### config.mk
export PLATFORM = sky130hd
export DESIGN_NAME = board_top
export DESIGN_NICKNAME = d
export VERILOG_FILES = /design/src/verilog/board_pkg.sv /design/src/verilog/board_top.sv /design/src/verilog/rs485_ctrl.sv /design/src/verilog/rst_ctrl.sv /design/src/verilog/switch_sync.sv /design/src/verilog/uart_tx.sv
export SDC_FILE = /design/constraint.sdc
export NUM_CORES = 1
export LEC_CHECK = 0
export BUFFER_PORTS_ARGS = -buffer_cell sky130_fd_sc_hd__buf_2
export CAP_MARGIN = 20
export CORE_MARGIN = 2
export CORE_UTILIZATION = 48
export DETAILED_ROUTE_END_ITERATION = 8
export PLACE_DENSITY = 0.79
export SYNTH_ARGS = -nofsm -noshare
export SYNTH_HDL_FRONTEND = slang
export SYNTH_SLANG_ARGS = --single-unit
### constraint.sdc
create_clock -name clk_sys_i -period 1.75 [get_ports clk_sys_i]
set_clock_uncertainty 0.1 [all_clocks]
set_input_delay 0.0875 -clock clk_sys_i [delete_from_list [all_inputs] [get_ports clk_sys_i]]
set_output_delay 0.0875 -clock clk_sys_i [all_outputs]
set_load 0.01 [all_outputs]
### src/verilog/board_pkg.sv
// ########################################
// Shared widths and timing constants for the
// board glue logic. Referenced by scoped name.
// ########################################

`default_nettype none

package board_pkg;

  // Switch groups on the board, all pulled up and active low at the pins
  parameter int unsigned NavSwWidth = 5;  // Joystick directions plus press
  parameter int unsigned UsrSwWidth = 8;  // User DIP switches
  parameter int unsigned SelSwWidth = 3;  // Software selection switches

  // General purpose input word seen by software
  // Selection in the high bits, joystick in the middle, user switches low
  parameter int unsigned GpInWidth = SelSwWidth + NavSwWidth + UsrSwWidth;

  // Serial frame payload
  parameter int unsigned UartDataWidth = 8;  // One start, eight data, one stop

  // Used to turn a clock frequency into a whole period in ns
  parameter int unsigned NsPerSecond = 1_000_000_000;

endpackage : board_pkg

`default_nettype wire

### src/verilog/board_top.sv
// ########################################
// Board glue top level. Turns clock, baud and
// transceiver delay into cycle counts and wires
// reset, switches and the RS-485 transmit path.
// ########################################

`default_nettype none

module board_top #(
  parameter int unsigned SysClkFreq         = 50_000_000,
  parameter int unsigned BaudRate           = 921_600,
  parameter int unsigned Rs485SwitchDelayNs = 90 + 10,  // Transceiver 90 ns plus margin
  parameter int unsigned ResetHoldCycles    = 255
) (
  input  logic                                clk_sys_i,
  input  logic                                reset_i,       // Push button
  input  logic                                pll_locked_i,
  input  logic [board_pkg::NavSwWidth-1:0]    nav_sw_i,
  input  logic [board_pkg::UsrSwWidth-1:0]    usr_sw_i,
  input  logic [board_pkg::SelSwWidth-1:0]    sel_sw_i,
  input  logic                                tx_req_i,
  input  logic [board_pkg::UartDataWidth-1:0] tx_data_i,
  input  logic                                rs485_ro_i,
  output logic                                led_bootok_o,  // Lit once out of reset
  output logic [board_pkg::GpInWidth-1:0]     gp_in_o,
  output logic                                tx_ack_o,
  output logic                                rs485_di_o,
  output logic                                rs485_de_o,
  output logic                                rs485_ren_o,
  output logic                                rs485_rx_o
);

  localparam int unsigned ClksPerBit  = SysClkFreq / BaudRate;
  localparam int unsigned ClkPeriodNs = board_pkg::NsPerSecond / SysClkFreq;
  // Always one extra cycle, the delay rarely divides evenly into periods
  localparam int unsigned SwitchCycles = (Rs485SwitchDelayNs / ClkPeriodNs) + 1;
  // Driver hold after a frame, same as the turnaround works well
  localparam int unsigned TransmitEndCycles = SwitchCycles;

  logic sys_rst;
  logic tx_enable;
  logic tx_bit;
  logic line_ready;

  assign led_bootok_o = ~sys_rst;

  rst_ctrl #(
    .ResetHoldCycles(ResetHoldCycles)
  ) u_rst_ctrl (
    .clk_sys_i   (clk_sys_i),
    .reset_i     (reset_i),
    .pll_locked_i(pll_locked_i),
    .rst_sys_o   (sys_rst)
  );

  switch_sync u_switch_sync (
    .clk_sys_i(clk_sys_i),
    .rst_i    (sys_rst),
    .nav_sw_i (nav_sw_i),
    .usr_sw_i (usr_sw_i),
    .sel_sw_i (sel_sw_i),
    .gp_in_o  (gp_in_o)
  );

  uart_tx #(
    .ClksPerBit(ClksPerBit)
  ) u_uart_tx (
    .clk_sys_i   (clk_sys_i),
    .rst_i       (sys_rst),
    .tx_req_i    (tx_req_i),
    .tx_data_i   (tx_data_i),
    .tx_ack_o    (tx_ack_o),
    .line_ready_i(line_ready),
    .tx_enable_o (tx_enable),
    .tx_bit_o    (tx_bit)
  );

  // Transmit data reaches the pins only through the direction control
  rs485_ctrl #(
    .SwitchCycles     (SwitchCycles),
    .TransmitEndCycles(TransmitEndCycles)
  ) u_rs485_ctrl (
    .clk_sys_i   (clk_sys_i),
    .rst_i       (sys_rst),
    .tx_enable_i (tx_enable),
    .tx_bit_i    (tx_bit),
    .line_ready_o(line_ready),
    .ro_i        (rs485_ro_i),
    .rx_o        (rs485_rx_o),
    .di_o        (rs485_di_o),
    .de_o        (rs485_de_o),
    .ren_o       (rs485_ren_o)
  );

endmodule : board_top

`default_nettype wire

### src/verilog/rs485_ctrl.sv
// ########################################
// RS-485 transceiver direction control. Waits
// out the switch time before data, holds the
// driver after data and masks receive meanwhile.
// ########################################

`default_nettype none

module rs485_ctrl #(
  parameter int unsigned SwitchCycles      = 6,
  parameter int unsigned TransmitEndCycles = 6
) (
  input  logic clk_sys_i,
  input  logic rst_i,
  input  logic tx_enable_i,   // Transmitter owns the line
  input  logic tx_bit_i,      // Serial level from the transmitter
  output logic line_ready_o,  // Transceiver has turned around
  input  logic ro_i,          // Receiver output pin
  output logic rx_o,          // Receive data to the board
  output logic di_o,          // Driver input pin
  output logic de_o,          // Driver enable, active high
  output logic ren_o          // Receiver enable, active low
);

  // Turn-on is counted from de_o rising
  localparam int unsigned SwitchLoad = (SwitchCycles > 0) ? SwitchCycles - 1 : 0;
  // Hold is counted from the edge where the transmitter drops its enable,
  // which is seen here one edge later
  localparam int unsigned HoldLoad   = (TransmitEndCycles > 1) ? TransmitEndCycles - 2 : 0;
  localparam int unsigned MaxLoad    = (SwitchLoad > HoldLoad) ? SwitchLoad : HoldLoad;
  localparam int unsigned CntWidth   = (MaxLoad > 0) ? $clog2(MaxLoad + 1) : 1;

  typedef enum logic [1:0] {
    s_off,        // Receiving, driver off
    s_switching,  // Driver on, waiting for the turnaround
    s_on,         // Data may flow
    s_holding     // Frame done, driver kept on a little longer
  } state_e;

  state_e              state_q;
  logic [CntWidth-1:0] delay_cnt_q;  // Shared by turn-on and hold
  logic                driver_on;
  logic                data_pass;

  always_ff @(posedge clk_sys_i) begin
    if (rst_i) begin
      state_q     <= s_off;
      delay_cnt_q <= '0;
    end else begin
      case (state_q)
        s_off: begin
          if (tx_enable_i) begin
            state_q     <= s_switching;
            delay_cnt_q <= CntWidth'(SwitchLoad);
          end
        end

        s_switching: begin
          if (delay_cnt_q != '0) begin
            delay_cnt_q <= delay_cnt_q - 1'b1;
          end else begin
            state_q <= s_on;
          end
        end

        s_on: begin
          if (!tx_enable_i) begin
            state_q     <= s_holding;
            delay_cnt_q <= CntWidth'(HoldLoad);
          end
        end

        s_holding: begin
          if (tx_enable_i) begin
            state_q <= s_on;  // Back to back frame, no second turnaround
          end else if (delay_cnt_q != '0) begin
            delay_cnt_q <= delay_cnt_q - 1'b1;
          end else begin
            state_q <= s_off;
          end
        end

        default: state_q <= s_off;
      endcase
    end
  end

  assign driver_on = (state_q != s_off);
  assign data_pass = (state_q == s_on) || (state_q == s_holding);

  assign de_o         = driver_on;
  assign ren_o        = driver_on;  // High disables the receiver
  assign line_ready_o = (state_q == s_on);
  assign di_o         = data_pass ? tx_bit_i : 1'b1;  // Idle until switched
  assign rx_o         = ren_o ? 1'b1 : ro_i;          // Own echo is masked

endmodule : rs485_ctrl

`default_nettype wire

### src/verilog/rst_ctrl.sv
// ########################################
// Board reset generator. Keeps the system reset
// asserted until the button is released, the
// clock is locked and a hold count has run out.
// ########################################

`default_nettype none

module rst_ctrl #(
  parameter int unsigned ResetHoldCycles = 16
) (
  input  logic clk_sys_i,
  input  logic reset_i,       // Push button, active high
  input  logic pll_locked_i,  // Clock generator lock
  output logic rst_sys_o      // Board wide reset, active high
);

  localparam int unsigned CntWidth = $clog2(ResetHoldCycles + 1);

  logic                rst_cond;
  logic [CntWidth-1:0] hold_cnt_q;  // Cycles left before release
  logic                rst_sys_q;

  // Any reason to hold the board in reset
  assign rst_cond = reset_i | ~pll_locked_i;

  always_ff @(posedge clk_sys_i) begin
    if (rst_cond) begin
      hold_cnt_q <= CntWidth'(ResetHoldCycles);  // Reload while pressed or unlocked
      rst_sys_q  <= 1'b1;
    end else begin
      if (hold_cnt_q != '0) begin
        hold_cnt_q <= hold_cnt_q - 1'b1;
      end
      // Let go on the edge that takes the count down to zero
      rst_sys_q <= (hold_cnt_q > CntWidth'(1));
    end
  end

  // Registered, so the rest of the board sees one clean edge
  assign rst_sys_o = rst_sys_q;

endmodule : rst_ctrl

`default_nettype wire

### src/verilog/switch_sync.sv
// ########################################
// Brings the active-low board switches into the
// system clock domain and packs them into the
// general purpose input word, one for "on".
// ########################################

`default_nettype none

module switch_sync (
  input  logic                             clk_sys_i,
  input  logic                             rst_i,
  input  logic [board_pkg::NavSwWidth-1:0] nav_sw_i,  // Joystick, active low
  input  logic [board_pkg::UsrSwWidth-1:0] usr_sw_i,  // User switches, active low
  input  logic [board_pkg::SelSwWidth-1:0] sel_sw_i,  // Selection switches, active low
  output logic [board_pkg::GpInWidth-1:0]  gp_in_o
);

  // First stage, still raw pin polarity and possibly metastable
  logic [board_pkg::GpInWidth-1:0] sw_meta_q;
  // Second stage, stable and inverted
  logic [board_pkg::GpInWidth-1:0] sw_sync_q;

  // Word order fixed here: selection high, joystick middle, user low
  always_ff @(posedge clk_sys_i) begin
    sw_meta_q <= {sel_sw_i, nav_sw_i, usr_sw_i};
  end

  always_ff @(posedge clk_sys_i) begin
    if (rst_i) begin
      sw_sync_q <= '0;  // All switches read off during reset
    end else begin
      // Pull-ups make an open switch read high, flip it for software
      sw_sync_q <= ~sw_meta_q;
    end
  end

  assign gp_in_o = sw_sync_q;

endmodule : switch_sync

`default_nettype wire

### src/verilog/uart_tx.sv
// ########################################
// Byte transmitter behind a four-phase req/ack
// port. Requests the line driver before each
// frame and sends 8N1, LSB first.
// ########################################

`default_nettype none

module uart_tx #(
  parameter int unsigned ClksPerBit = 16
) (
  input  logic                                clk_sys_i,
  input  logic                                rst_i,
  input  logic                                tx_req_i,      // Held high until ack
  input  logic [board_pkg::UartDataWidth-1:0] tx_data_i,     // Stable while req high
  output logic                                tx_ack_o,      // Frame fully sent
  input  logic                                line_ready_i,  // Driver switched on
  output logic                                tx_enable_o,   // We want the line
  output logic                                tx_bit_o       // Serial level, idle high
);

  localparam int unsigned FrameBits = board_pkg::UartDataWidth + 2;  // Start and stop added
  localparam int unsigned BaudWidth = $clog2(ClksPerBit + 1);
  localparam int unsigned BitWidth  = $clog2(FrameBits);

  typedef enum logic [1:0] {
    s_idle,       // Waiting for a request
    s_wait_line,  // Driver asked for, transceiver still turning
    s_shift,      // Frame on the wire
    s_ack         // Done, waiting for req to drop
  } state_e;

  state_e               state_q;
  logic [BaudWidth-1:0] baud_cnt_q;  // Cycles left in the current bit
  logic [BitWidth-1:0]  bit_cnt_q;   // Index of the bit on the line, 0 is start
  // Stop, data, start and one idle bit at the bottom
  logic [FrameBits:0]   shift_q;

  always_ff @(posedge clk_sys_i) begin
    if (rst_i) begin
      state_q    <= s_idle;
      baud_cnt_q <= '0;
      bit_cnt_q  <= '0;
      shift_q    <= '1;  // Line idles high
    end else begin
      case (state_q)
        s_idle: begin
          if (tx_req_i) begin
            shift_q <= {1'b1, tx_data_i, 2'b01};  // Bit 0 keeps the line idle for now
            state_q <= s_wait_line;
          end
        end

        s_wait_line: begin
          // Start bit goes out on the edge that sees the driver ready
          if (line_ready_i) begin
            shift_q    <= {1'b1, shift_q[FrameBits:1]};
            baud_cnt_q <= BaudWidth'(ClksPerBit - 1);
            bit_cnt_q  <= '0;
            state_q    <= s_shift;
          end
        end

        s_shift: begin
          if (baud_cnt_q != '0) begin
            baud_cnt_q <= baud_cnt_q - 1'b1;
          end else if (bit_cnt_q == BitWidth'(FrameBits - 1)) begin
            state_q <= s_ack;  // Stop bit has had its full time
          end else begin
            shift_q    <= {1'b1, shift_q[FrameBits:1]};  // Next bit, ones fill behind
            baud_cnt_q <= BaudWidth'(ClksPerBit - 1);
            bit_cnt_q  <= bit_cnt_q + 1'b1;
          end
        end

        s_ack: begin
          // Fourth phase, ack falls one edge after req
          if (!tx_req_i) begin
            state_q <= s_idle;
          end
        end

        default: state_q <= s_idle;
      endcase
    end
  end

  assign tx_enable_o = (state_q == s_wait_line) || (state_q == s_shift);
  assign tx_ack_o    = (state_q == s_ack);  // Rises as enable falls
  assign tx_bit_o    = shift_q[0];

endmodule : uart_tx

`default_nettype wire
### After elaboration in Yosys (flattened, before gate mapping)

Index checks and enable logic that the tools add are counted.
W data, S select, Z words.

| cells by class | value |
|---|---|
| eq/ne operators | 19 |
| muxes and demuxes | 32 |
| $lt $le $gt $ge | 1 |
| reductions and logical operators | 16 |
| add/subtract/negate cells | 4 |
| bitwise logic cells | 4 |

Operator list:

| operator | number |
|---|---|
| $mux W11 | 4 |
| $pmux W11 S3 | 1 |
| $mux W2 | 10 |
| $mux W6 | 3 |
| $ne A2 B2 Y1 const B | 8 |
| $not A16 Y16 | 1 |
| $pmux W2 S4 | 2 |
| $mux W3 | 4 |
| $mux W4 | 3 |
| $pmux W3 S4 | 1 |
| $pmux W6 S2 | 1 |
| $reduce_and A5 Y1 | 2 |
| $eq A2 B2 Y1 const B | 4 |
| $gt A8 B1 Y1 const B | 1 |
| $pmux W4 S2 | 1 |
| $reduce_and A4 Y1 | 2 |
| $reduce_bool A8 Y1 | 1 |
| $sub A8 B1 Y8 const B | 1 |
| $ne A3 B2 Y1 const B | 2 |
| $reduce_and A3 Y1 | 2 |
| $reduce_bool A3 Y1 | 2 |
| $reduce_bool A6 Y1 | 1 |
| $sub A6 B1 Y6 const B | 1 |
| $add A4 B1 Y4 const B | 1 |
| other kinds (10) | 17 |

| storage, ports and cells | value |
|---|---|
| output and inout port bits | 22 |
| input port bits | 29 |
| bits in registers | 69 |
| logic and storage cells | 86 |

### Depth between registers and ports, before layout

Gate-level depths: netlist of run 1.

| depth | value |
|---|---|
| word-level depth | 4 |
| depth in mapped cells | 7 |
| gate-level depth less buffers | 6 |

### By module

Synthesis of run 1 repeated with hierarchy kept, for this count alone.

| second synthesis, totals | value |
|---|---|
| cell total of the unflattened synthesis | 284 |
| area, all modules | 2934.1 sq um |

Modules (own cells, without submodules):

| module | area each (sq um) | cells an instance | seq. area each (sq um) | times used |
|---|---|---|---|---|
| uart_tx | 1288.7 | 146 | 440.4 | 1 |
| switch_sync | 807.0 | 50 | 640.6 | 1 |
| rst_ctrl | 457.9 | 48 | 180.2 | 1 |
| rs485_ctrl | 376.6 | 39 | 100.1 | 1 |
| board_top | 3.8 | 1 | 0.0 | 1 |

### Worst setup path after synthesis of run 1

No wires, ideal clock.

| path | value |
|---|---|
| path type | register -> register |
| start | reg u_uart_tx.state_q[0] |
| end | reg u_uart_tx.bit_cnt_q[2] |
| slack | -0.151 ns |
| stages on the path, launching flop included | 8 |
| arrival time | 1.670 ns |
| data required time | 1.520 ns |
| path buffers | 1 |
| library setup time | 0.130 ns |
| period minus slack after synthesis | 1.901 ns |
| cell sequence | dfxtp_1 -> inv_1 -> ha_1 -> buf_2 -> inv_2 -> o41a_1 -> o311ai_1 -> o31ai_1 |

| between the ends | value |
|---|---|
| word-level cells in the longest chain between the ends | 3 |
| elaborated cells on any way between the ends | 8 |
| classes of those cells | 5 x eq/ne; 1 x mux; 2 x reduce/logical |

RTL lines:

| what | line | source |
|---|---|---|
| start: declaration | uart_tx.sv:33 | `state_e state_q;` |
| start signal: assignment | uart_tx.sv:41 | `state_q <= s_idle;` |
| start signal: assignment | uart_tx.sv:50 | `state_q <= s_wait_line;` |
| start signal: assignment | uart_tx.sv:60 | `state_q <= s_shift;` |
| $eq A2 B2 Y1 / $eq A2 B1 Y1 (equally long branches) | uart_tx.sv:46 | `case (state_q)` |
| $ne A2 B2 Y1 (no line) / $reduce_bool A2 Y1 (equally long branches) | -- |  |
| $reduce_and A4 Y1 (no line) | -- |  |
| end signal: assignment | uart_tx.sv:72 | `bit_cnt_q <= bit_cnt_q + 1'b1;` |
| end: declaration | uart_tx.sv:35 | `logic [BitWidth-1:0] bit_cnt_q;` |

Several ways; a longest one is shown, not always the timed one.
A chain may end at the register's enable or synchronous reset.

### Worst setup path after layout of run 1

| path | value |
|---|---|
| start | reg u_uart_tx.baud_cnt_q[3] |
| end | reg u_uart_tx.bit_cnt_q[3] |

| between the ends | value |
|---|---|
| word-level cells in the longest chain between the ends | 3 |

RTL lines:

| what | line | source |
|---|---|---|
| start: declaration | uart_tx.sv:34 | `logic [BaudWidth-1:0] baud_cnt_q;` |
| start signal: assignment | uart_tx.sv:58 | `baud_cnt_q <= BaudWidth'(ClksPerBit - 1);` |
| start signal: assignment | uart_tx.sv:66 | `baud_cnt_q <= baud_cnt_q - 1'b1;` |
| start signal: assignment | uart_tx.sv:71 | `baud_cnt_q <= BaudWidth'(ClksPerBit - 1);` |
| $reduce_bool A6 Y1 | uart_tx.sv:65 | `if (baud_cnt_q != '0) begin` |
| $ne A2 B2 Y1 (no line) | -- |  |
| $reduce_and A4 Y1 (no line) | -- |  |

Every way passes these cells.

==> results of run 1 <==
[power groups by stage]
| stage | Sequential, uW | Clock [uW] | Combinational (uW) |
|---|---|---|---|
| after global placement | 1610 | 0 | 63.6 |
| final | 1570 | 1160 | 99.2 |
| after CTS | 1570 | 1160 | 97.1 |
| after detailed placement | 1610 | 0 | 64.9 |
| after global routing | 1570 | 1230 | 109 |
| after floorplan | 1610 | 0 | 30.8 |
[metal layers]
layer	wire length (um)	GRT usage	vias to the layer above	share of wire
li1	-	-	1147	-
met1	2550	0.219	1045	0.43
met2	2990	0.350	45	0.51
met3	193	0.0511	13	0.033
met4	143	0.0895	0	0.024
met5	0	0	-	0
[path summary, 6_finish.rpt]
check | startpoint | cells past startpoint | slack, ps | endpoint
setup / recovery | u_uart_tx.baud_cnt_q[3] | 4 | -9 | u_uart_tx.bit_cnt_q[3]
hold / removal | tx_req_i | 3 | 10 | u_uart_tx.state_q[1]
setup reg to reg | u_uart_tx.baud_cnt_q[3] | 4 | -9 | u_uart_tx.bit_cnt_q[3]
hold reg to reg | u_switch_sync.sw_meta_q[6] | 1 | 280 | u_switch_sync.gp_in_o[6]
[final cells by class]
class	count	area, sq um	area share
inverter	15	58.8	0.0161
timing repair buffer	92	631	0.173
multi-input combinational	181	1320	0.362
clock buffer	10	138	0.0377
sequential	68	1370	0.376
clock inverter	6	38.8	0.0106
tap	72	90.1	0.0247
[timing repair]
item / in CTS / in global routing
hold buffers: 18 / 0
setup buffers: 1 / 0
pin swaps: 4 / 1
hold endpoints to repair: 26 / 0
setup endpoints to repair: 7 / 20
resized for setup: 6 / 26
[worst max-delay path, delay by kind of cell (launching register included)]
kind	cells	cell delay, ps
and+or+nand+nor	1	380
DFF	1	330
AOI/OAI and AO/OA	3	830
[through the flow]
stage	utilization	instances	total power, uW	setup WS (ps)	setup TNS (ps)
floorplan	-	276	1640	-64.2	-163
global placement	0.581	409	1670	-0.284	-0.284
detailed placement	0.581	409	1680	-61.0	-224
CTS	0.653	444	2830	-8.66	-23.9
global route	0.671	444	2910	-62.6	-124
finish	0.671	444	2830	-8.87	-8.87
[placed cells by master, fill, tap and decap left out, drive strengths merged, types with 2 or more instances in the layout]
cell type	Yosys	routed
a211oi	9	9
a21oi	5	5
and2	2	2
buf	5	74
clkbuf	7	10
clkinv	0	3
clkinvlp	0	2
dfxtp	68	68
dlygate4sd3	0	18
ha	14	14
inv	15	16
mux2	2	2
mux2i	13	13
nand2	16	16
nand2b	4	4
nand3	7	7
nand4	5	5
nor2	37	37
nor2b	10	10
nor3	8	8
nor3b	4	4
o21ai	11	11
o22ai	2	2
o311ai	4	4
o31ai	2	2
or3	3	3
xnor2	5	5
[cell families (layout without fill, tap and decap cells)]
family | after synthesis | after routing | synth area share
flops | 68 | 68 | 0.508
buf+inv | 27 | 123 | 0.0411
mux | 15 | 15 | 0.0570
xor+xnor | 5 | 5 | 0.0163
fa+ha+maj | 14 | 14 | 0.0654
simple gates | 104 | 104 | 0.195
compound gates | 43 | 43 | 0.117
[registers in the layout, summed over array words and instances (netlist names), 3 cells and up]
name                      flops
u_switch_sync.sw_meta_q      16
u_rs485_ctrl.delay_cnt_q      3
u_uart_tx.shift_q            10
u_uart_tx.bit_cnt_q           4
u_uart_tx.baud_cnt_q          6
u_switch_sync.gp_in_o        16
u_rst_ctrl.hold_cnt_q         8
==> results.yml, run 1 <==
run_status:
  status: "finished with violations"
  violations: "negative setup slack"
sta:
  rsz0062_at_grt: "yes"
  whs_ps: 13.8
  finalSetupViolCount: 1
  fin_crit_sh: 1.01
  slew_violations: 0
  worst_slew_pin_slew_ps: 494
  post-route-min-period_ps: 1760
  relSlewSlack: 0.670
  max_freq_ghz: 0.569
  finalHoldViolCount: 0
  layout_setup_ws_ps: -8.87
routing:
  vias: 2250
  first_pass_iters: 4
  routed_wl_um: 5880
  drtIter0Drc: 88
  routedWlPerCell_um: 13.2
  ant_nets: 0
  vias_per_cell: 5.07
  drcViolationCount: 0
power_and_ir_drop:
  ir_drop_mv: 0.708
  pwr-share-comb: 0.035
  power_density_nw_per_um2: 775
  power.leakage_uw: 0.00158
  switching_share: 0.228
  p_seq_frac: 0.556
  p_sw_uw: 645
  clockPowerShare: 0.409
  p_int_uw: 2180
synth:
  synth.avg_cell_area_sq_um: 9.71
  async_reset_ff_frac: 0
  yosysMostFrequentCell: "dfxtp_1"
  postSynthCellCount: 276
  ys_types: 50
  synth_top_area_share: 0.508
  syn_nets: 319
  synth_edf_count: 0
  ys_seq_elements: 68
  yosys.area.top_type: "dfxtp_1"
  synth_common_cells: "68 x dfxtp_1, 37 x nor2_1, 16 x nand2_1"
  synthesis.area_sq_um: 2680
  synthTopCellsByArea: "dfxtp_1 51%, ha_1 6.5%, nor2_1 5.2%"
  synth_top_flop_cell: "dfxtp_1"
  ys_seq_area_frac: 0.508
  synth_warnings: 0
layout:
  area_delta_synth_final_pct: 36.1
  nets: 410
  antenna_cells: 0
  drive_above_1_share: 0.325
  final.fill_count: 410
  final_area_sq_um: 3650
placement:
  dp_hpwl_um: 3830
  gp_congestion: 0.807
  port_buffers: 50
  dpl_cell_area_sq_um: 3160
hold_path:
  min_path_type: "primary input to flop"
critical_path:
  cp_max_fo: 3
  endpoint_kind: "flop"
  cpPeakStageDelay_ps: 440
  cp.arrival_ps: 1880
  path_cells: "or3_4, o41a_1, o311ai_2, o31ai_1"
  critPathKind: "flop to flop"
  cp.required_ps: 1870
  cpMaxStageDelayCell: "o41a_1"
  critPathLaunchType: "flop"
grt:
  antenna_found_initial: 0
  grt_pass1_wl_um: 9520
  first_global_vias: 2236
  grt_overflow: 0
  grt_max_degree: 47
  track_usage: 0.196
clock_tree:
  clock-sinks: 68
  cts_htree_levels: 3
  numCtsBuffers: 9
  clock-root-buffer: "clkbuf_8"
  cts_buffer_depth: 2
  clkTransAtPathRegs_ps: 80
  clkLatencyLatePin_ps: 330
  cts_tree: "built"
die:
  start_util: 0.493
  io_pins: 51
  die_y_um: 78.7
  die_w_um: 78.7
  die-area_sq_um: 6200
  placementRows: 27
  core_area_sq_um: 5440
run:
  maxCapViolations: 0
Note: power is estimated with default switching activity, not from simulation.
==> run 2: changes to the inputs <==
Settings changed: PLACE_DENSITY 0.79 to unset, PLACE_DENSITY_LB_ADDON set to 0.2, SYNTH_HIERARCHICAL set to 1.
==> results.yml, run 2 <==
run_status:
  status: "finished with violations"
  violations: "negative setup slack"
sta:
  layout_setup_ws_ps: -39.9
  relSlewSlack: 0.636
  post-route-min-period_ps: 1790
  finalSetupTns_ps: -285
  finalHoldViolCount: 0
  max_freq_ghz: 0.559
  fin_crit_sh: 1.02
  rsz0062_at_grt: "yes"
  slew_violations: 0
  worst_slew_pin_slew_ps: 541
  finalSetupViolCount: 11
synth:
  postSynthCellCount: 284
  synthesis.area_sq_um: 2930
  ys_seq_area_frac: 0.464
  synth_top_area_share: 0.464
  ys_seq_elements: 68
  ys_types: 63
  yosysMostFrequentCell: "dfxtp_1"
  syn_nets: 328
  synth_mux_area_frac: 0.0452
  yosys.area.top_type: "dfxtp_1"
  synthXorXnorAreaFrac: 0.00896
  synth-simple-area-share: 0.237
  synthTopCellsByArea: "dfxtp_1 46%, ha_1 6.4%, nor2_4 3.8%"
  async_reset_ff_frac: 0
  yosys.area_share.adder: 0.0640
  synth_warnings: 6
  synth_top_family_by_area: "simple AND/OR/NAND/NOR gates"
  synth_top_flop_cell: "dfxtp_1"
  synth_compound_area_frac: 0.133
  synth_edf_count: 0
  synth_common_cells: "68 x dfxtp_1, 23 x nor2_1, 15 x ha_1"
  synth.avg_cell_area_sq_um: 10.3
clock_tree:
  clkTransAtPathRegs_ps: 80
  clock-sinks: 68
  cts_buffer_depth: 2
  clock-root-buffer: "clkbuf_8"
  cts_htree_levels: 3
  numCtsBuffers: 9
  cts_tree: "built"
  clkLatencyLatePin_ps: 340
grt:
  grt_max_degree: 27
  gr-usage-met1: 0.225
  grt_pass1_wl_um: 10200
  grt_overflow: 0
  first_global_vias: 2388
  antenna_found_initial: 0
  track_usage: 0.198
  use_met2: 0.350
  use_met3: 0.0554
  top_usage_layer: "met2"
critical_path:
  r2r_end: "u_uart_tx/shift_q[8]"
  cp_max_fo: 5
  critPathKind: "flop to flop"
  r2r_cells: 7
  cp.required_ps: 1870
  endpoint_kind: "flop"
  regToRegSetupSlack_ps: -40
  cp.arrival_ps: 1910
  reg2reg_from: "u_uart_tx/baud_cnt_q[1]"
  critPathLaunchType: "flop"
die:
  start_util: 0.496
  die_w_um: 82.2
  die_y_um: 82.2
  placementRows: 28
  core_area_sq_um: 5920
  io_pins: 51
  die-area_sq_um: 6750
hold_path:
  hold_start: "reset_i"
  whs_endpoint: "u_rst_ctrl/hold_cnt_q[7]"
  worstHoldPathCells: 4
  min_path_type: "primary input to flop"
layout:
  antenna_cells: 0
  layout_common_cells: "62 x dfxtp_1, 50 x buf_2, 47 x buf_4"
  final_area_sq_um: 4180
  drive_above_1_share: 0.402
  finalNonFillerCells: 488
  nets: 452
  area_delta_synth_final_pct: 42.4
  finish.utilization: 0.706
  final_common_cell: "dfxtp_1"
placement:
  gp_congestion: 0.826
  dp_hpwl_um: 4250
  dpl_cell_area_sq_um: 3560
  dp.cells: 438
  port_buffers: 50
  pre_cts_slack_ps: -102
routing:
  drcViolationCount: 0
  first_pass_iters: 6
  vias: 2470
  vias_per_cell: 5.06
  routed_wl_um: 6470
  ant_nets: 0
  routedWlPerCell_um: 13.3
  drtIter0Drc: 93
run:
  maxCapViolations: 0
power_and_ir_drop:
  power.leakage_uw: 0.00180
  power_density_nw_per_um2: 759
  ir_drop_mv: 0.717
==> run 2: cell count changes in the layout (fill, tap and decap cells not counted), sizes merged, moves of 4 or more <==
cell and delta:
buf +26, nor2b -7, nor3 +7, dlygate4sd3 +6, and2 +5, nand2 -5
nand2b +5, nor2 -4, o311ai -4
==> run 2: layout make-up <==
type / instances / area [sq um]
sequential: 68 / 1370
multi-input combinational: 190 / 1530
clock buffer: 10 / 138
fill: 406 / 1740
tap: 75 / 93.8
timing repair buffer: 124 / 886
inverter: 15 / 65.1
clock inverter: 6 / 95.1
==> run 2: metrics by stage <==
stage	power, uW	hold WS [ps]
5_1_grt	3250	31.8
2_1_floorplan	1640	15.2
3_5_place_dp	1680	91.1
6_report	3170	27.2
4_1_cts	3190	21.1
3_3_place_gp	1680	89.9
==> run 2: where the power goes <==
group | internal, uW | leakage (uW) | switching, uW
clock network | 853 | 0.000117 | 619
registers | 1570 | 0.000556 | 13.1
logic | 79.7 | 0.00113 | 40.3
total | 2500 | 0.00180 | 672
==> run 2: routing by layer <==
metal / vias up / part of all wire
li1: 1255 / -
met1: 1165 / 0.44
met2: 42 / 0.52
met3: 8 / 0.030
met4: 0 / 0.0091
met5: - / 0
==> run 2: worst max path at each step <==
stage | startpoint | end | cells past startpoint
floorplan | u_uart_tx/baud_cnt_q[1] | u_uart_tx/shift_q[2] | 7
global placement | u_uart_tx/state_q[1] | u_uart_tx/baud_cnt_q[1] | 7
detailed placement | u_uart_tx/state_q[1] | u_uart_tx/baud_cnt_q[1] | 7
CTS | u_uart_tx/baud_cnt_q[1] | u_uart_tx/shift_q[8] | 7
global route | u_uart_tx/state_q[0] | u_uart_tx/shift_q[0] | 7
finish | u_uart_tx/baud_cnt_q[1] | u_uart_tx/shift_q[8] | 7
==> run 2: what timing repair did <==
action	in CTS	in global routing
setup endpoints to repair	19	20
hold buffers	24	0
pin swaps	5	3
setup buffers	5	4
cloned	1	0
endpoints found under the hold margin	24	0
resized for setup	17	5
==> run 2: cells by family (layout without fill, tap and decap cells) <==
| logic type | count (synthesis) | in the layout |
|---|---|---|
| AOI/OAI and AO/OA | 52 | 52 |
| buffers and inverters | 26 | 155 |
| and+or+nand+nor | 107 | 107 |
| xor gates and xnor gates | 3 | 3 |
| adders and majority gates | 15 | 15 |
| DFF | 68 | 68 |
| muxes | 13 | 13 |
==> run 2: critical path, stage by stage (launching register included) <==
cell and delay (ps):
dfxtp_2 330, inv_2 70, ha_4 130, nor2b_4 180, a21oi_4 70, or4_4 510, buf_6 160, mux2i_1 110
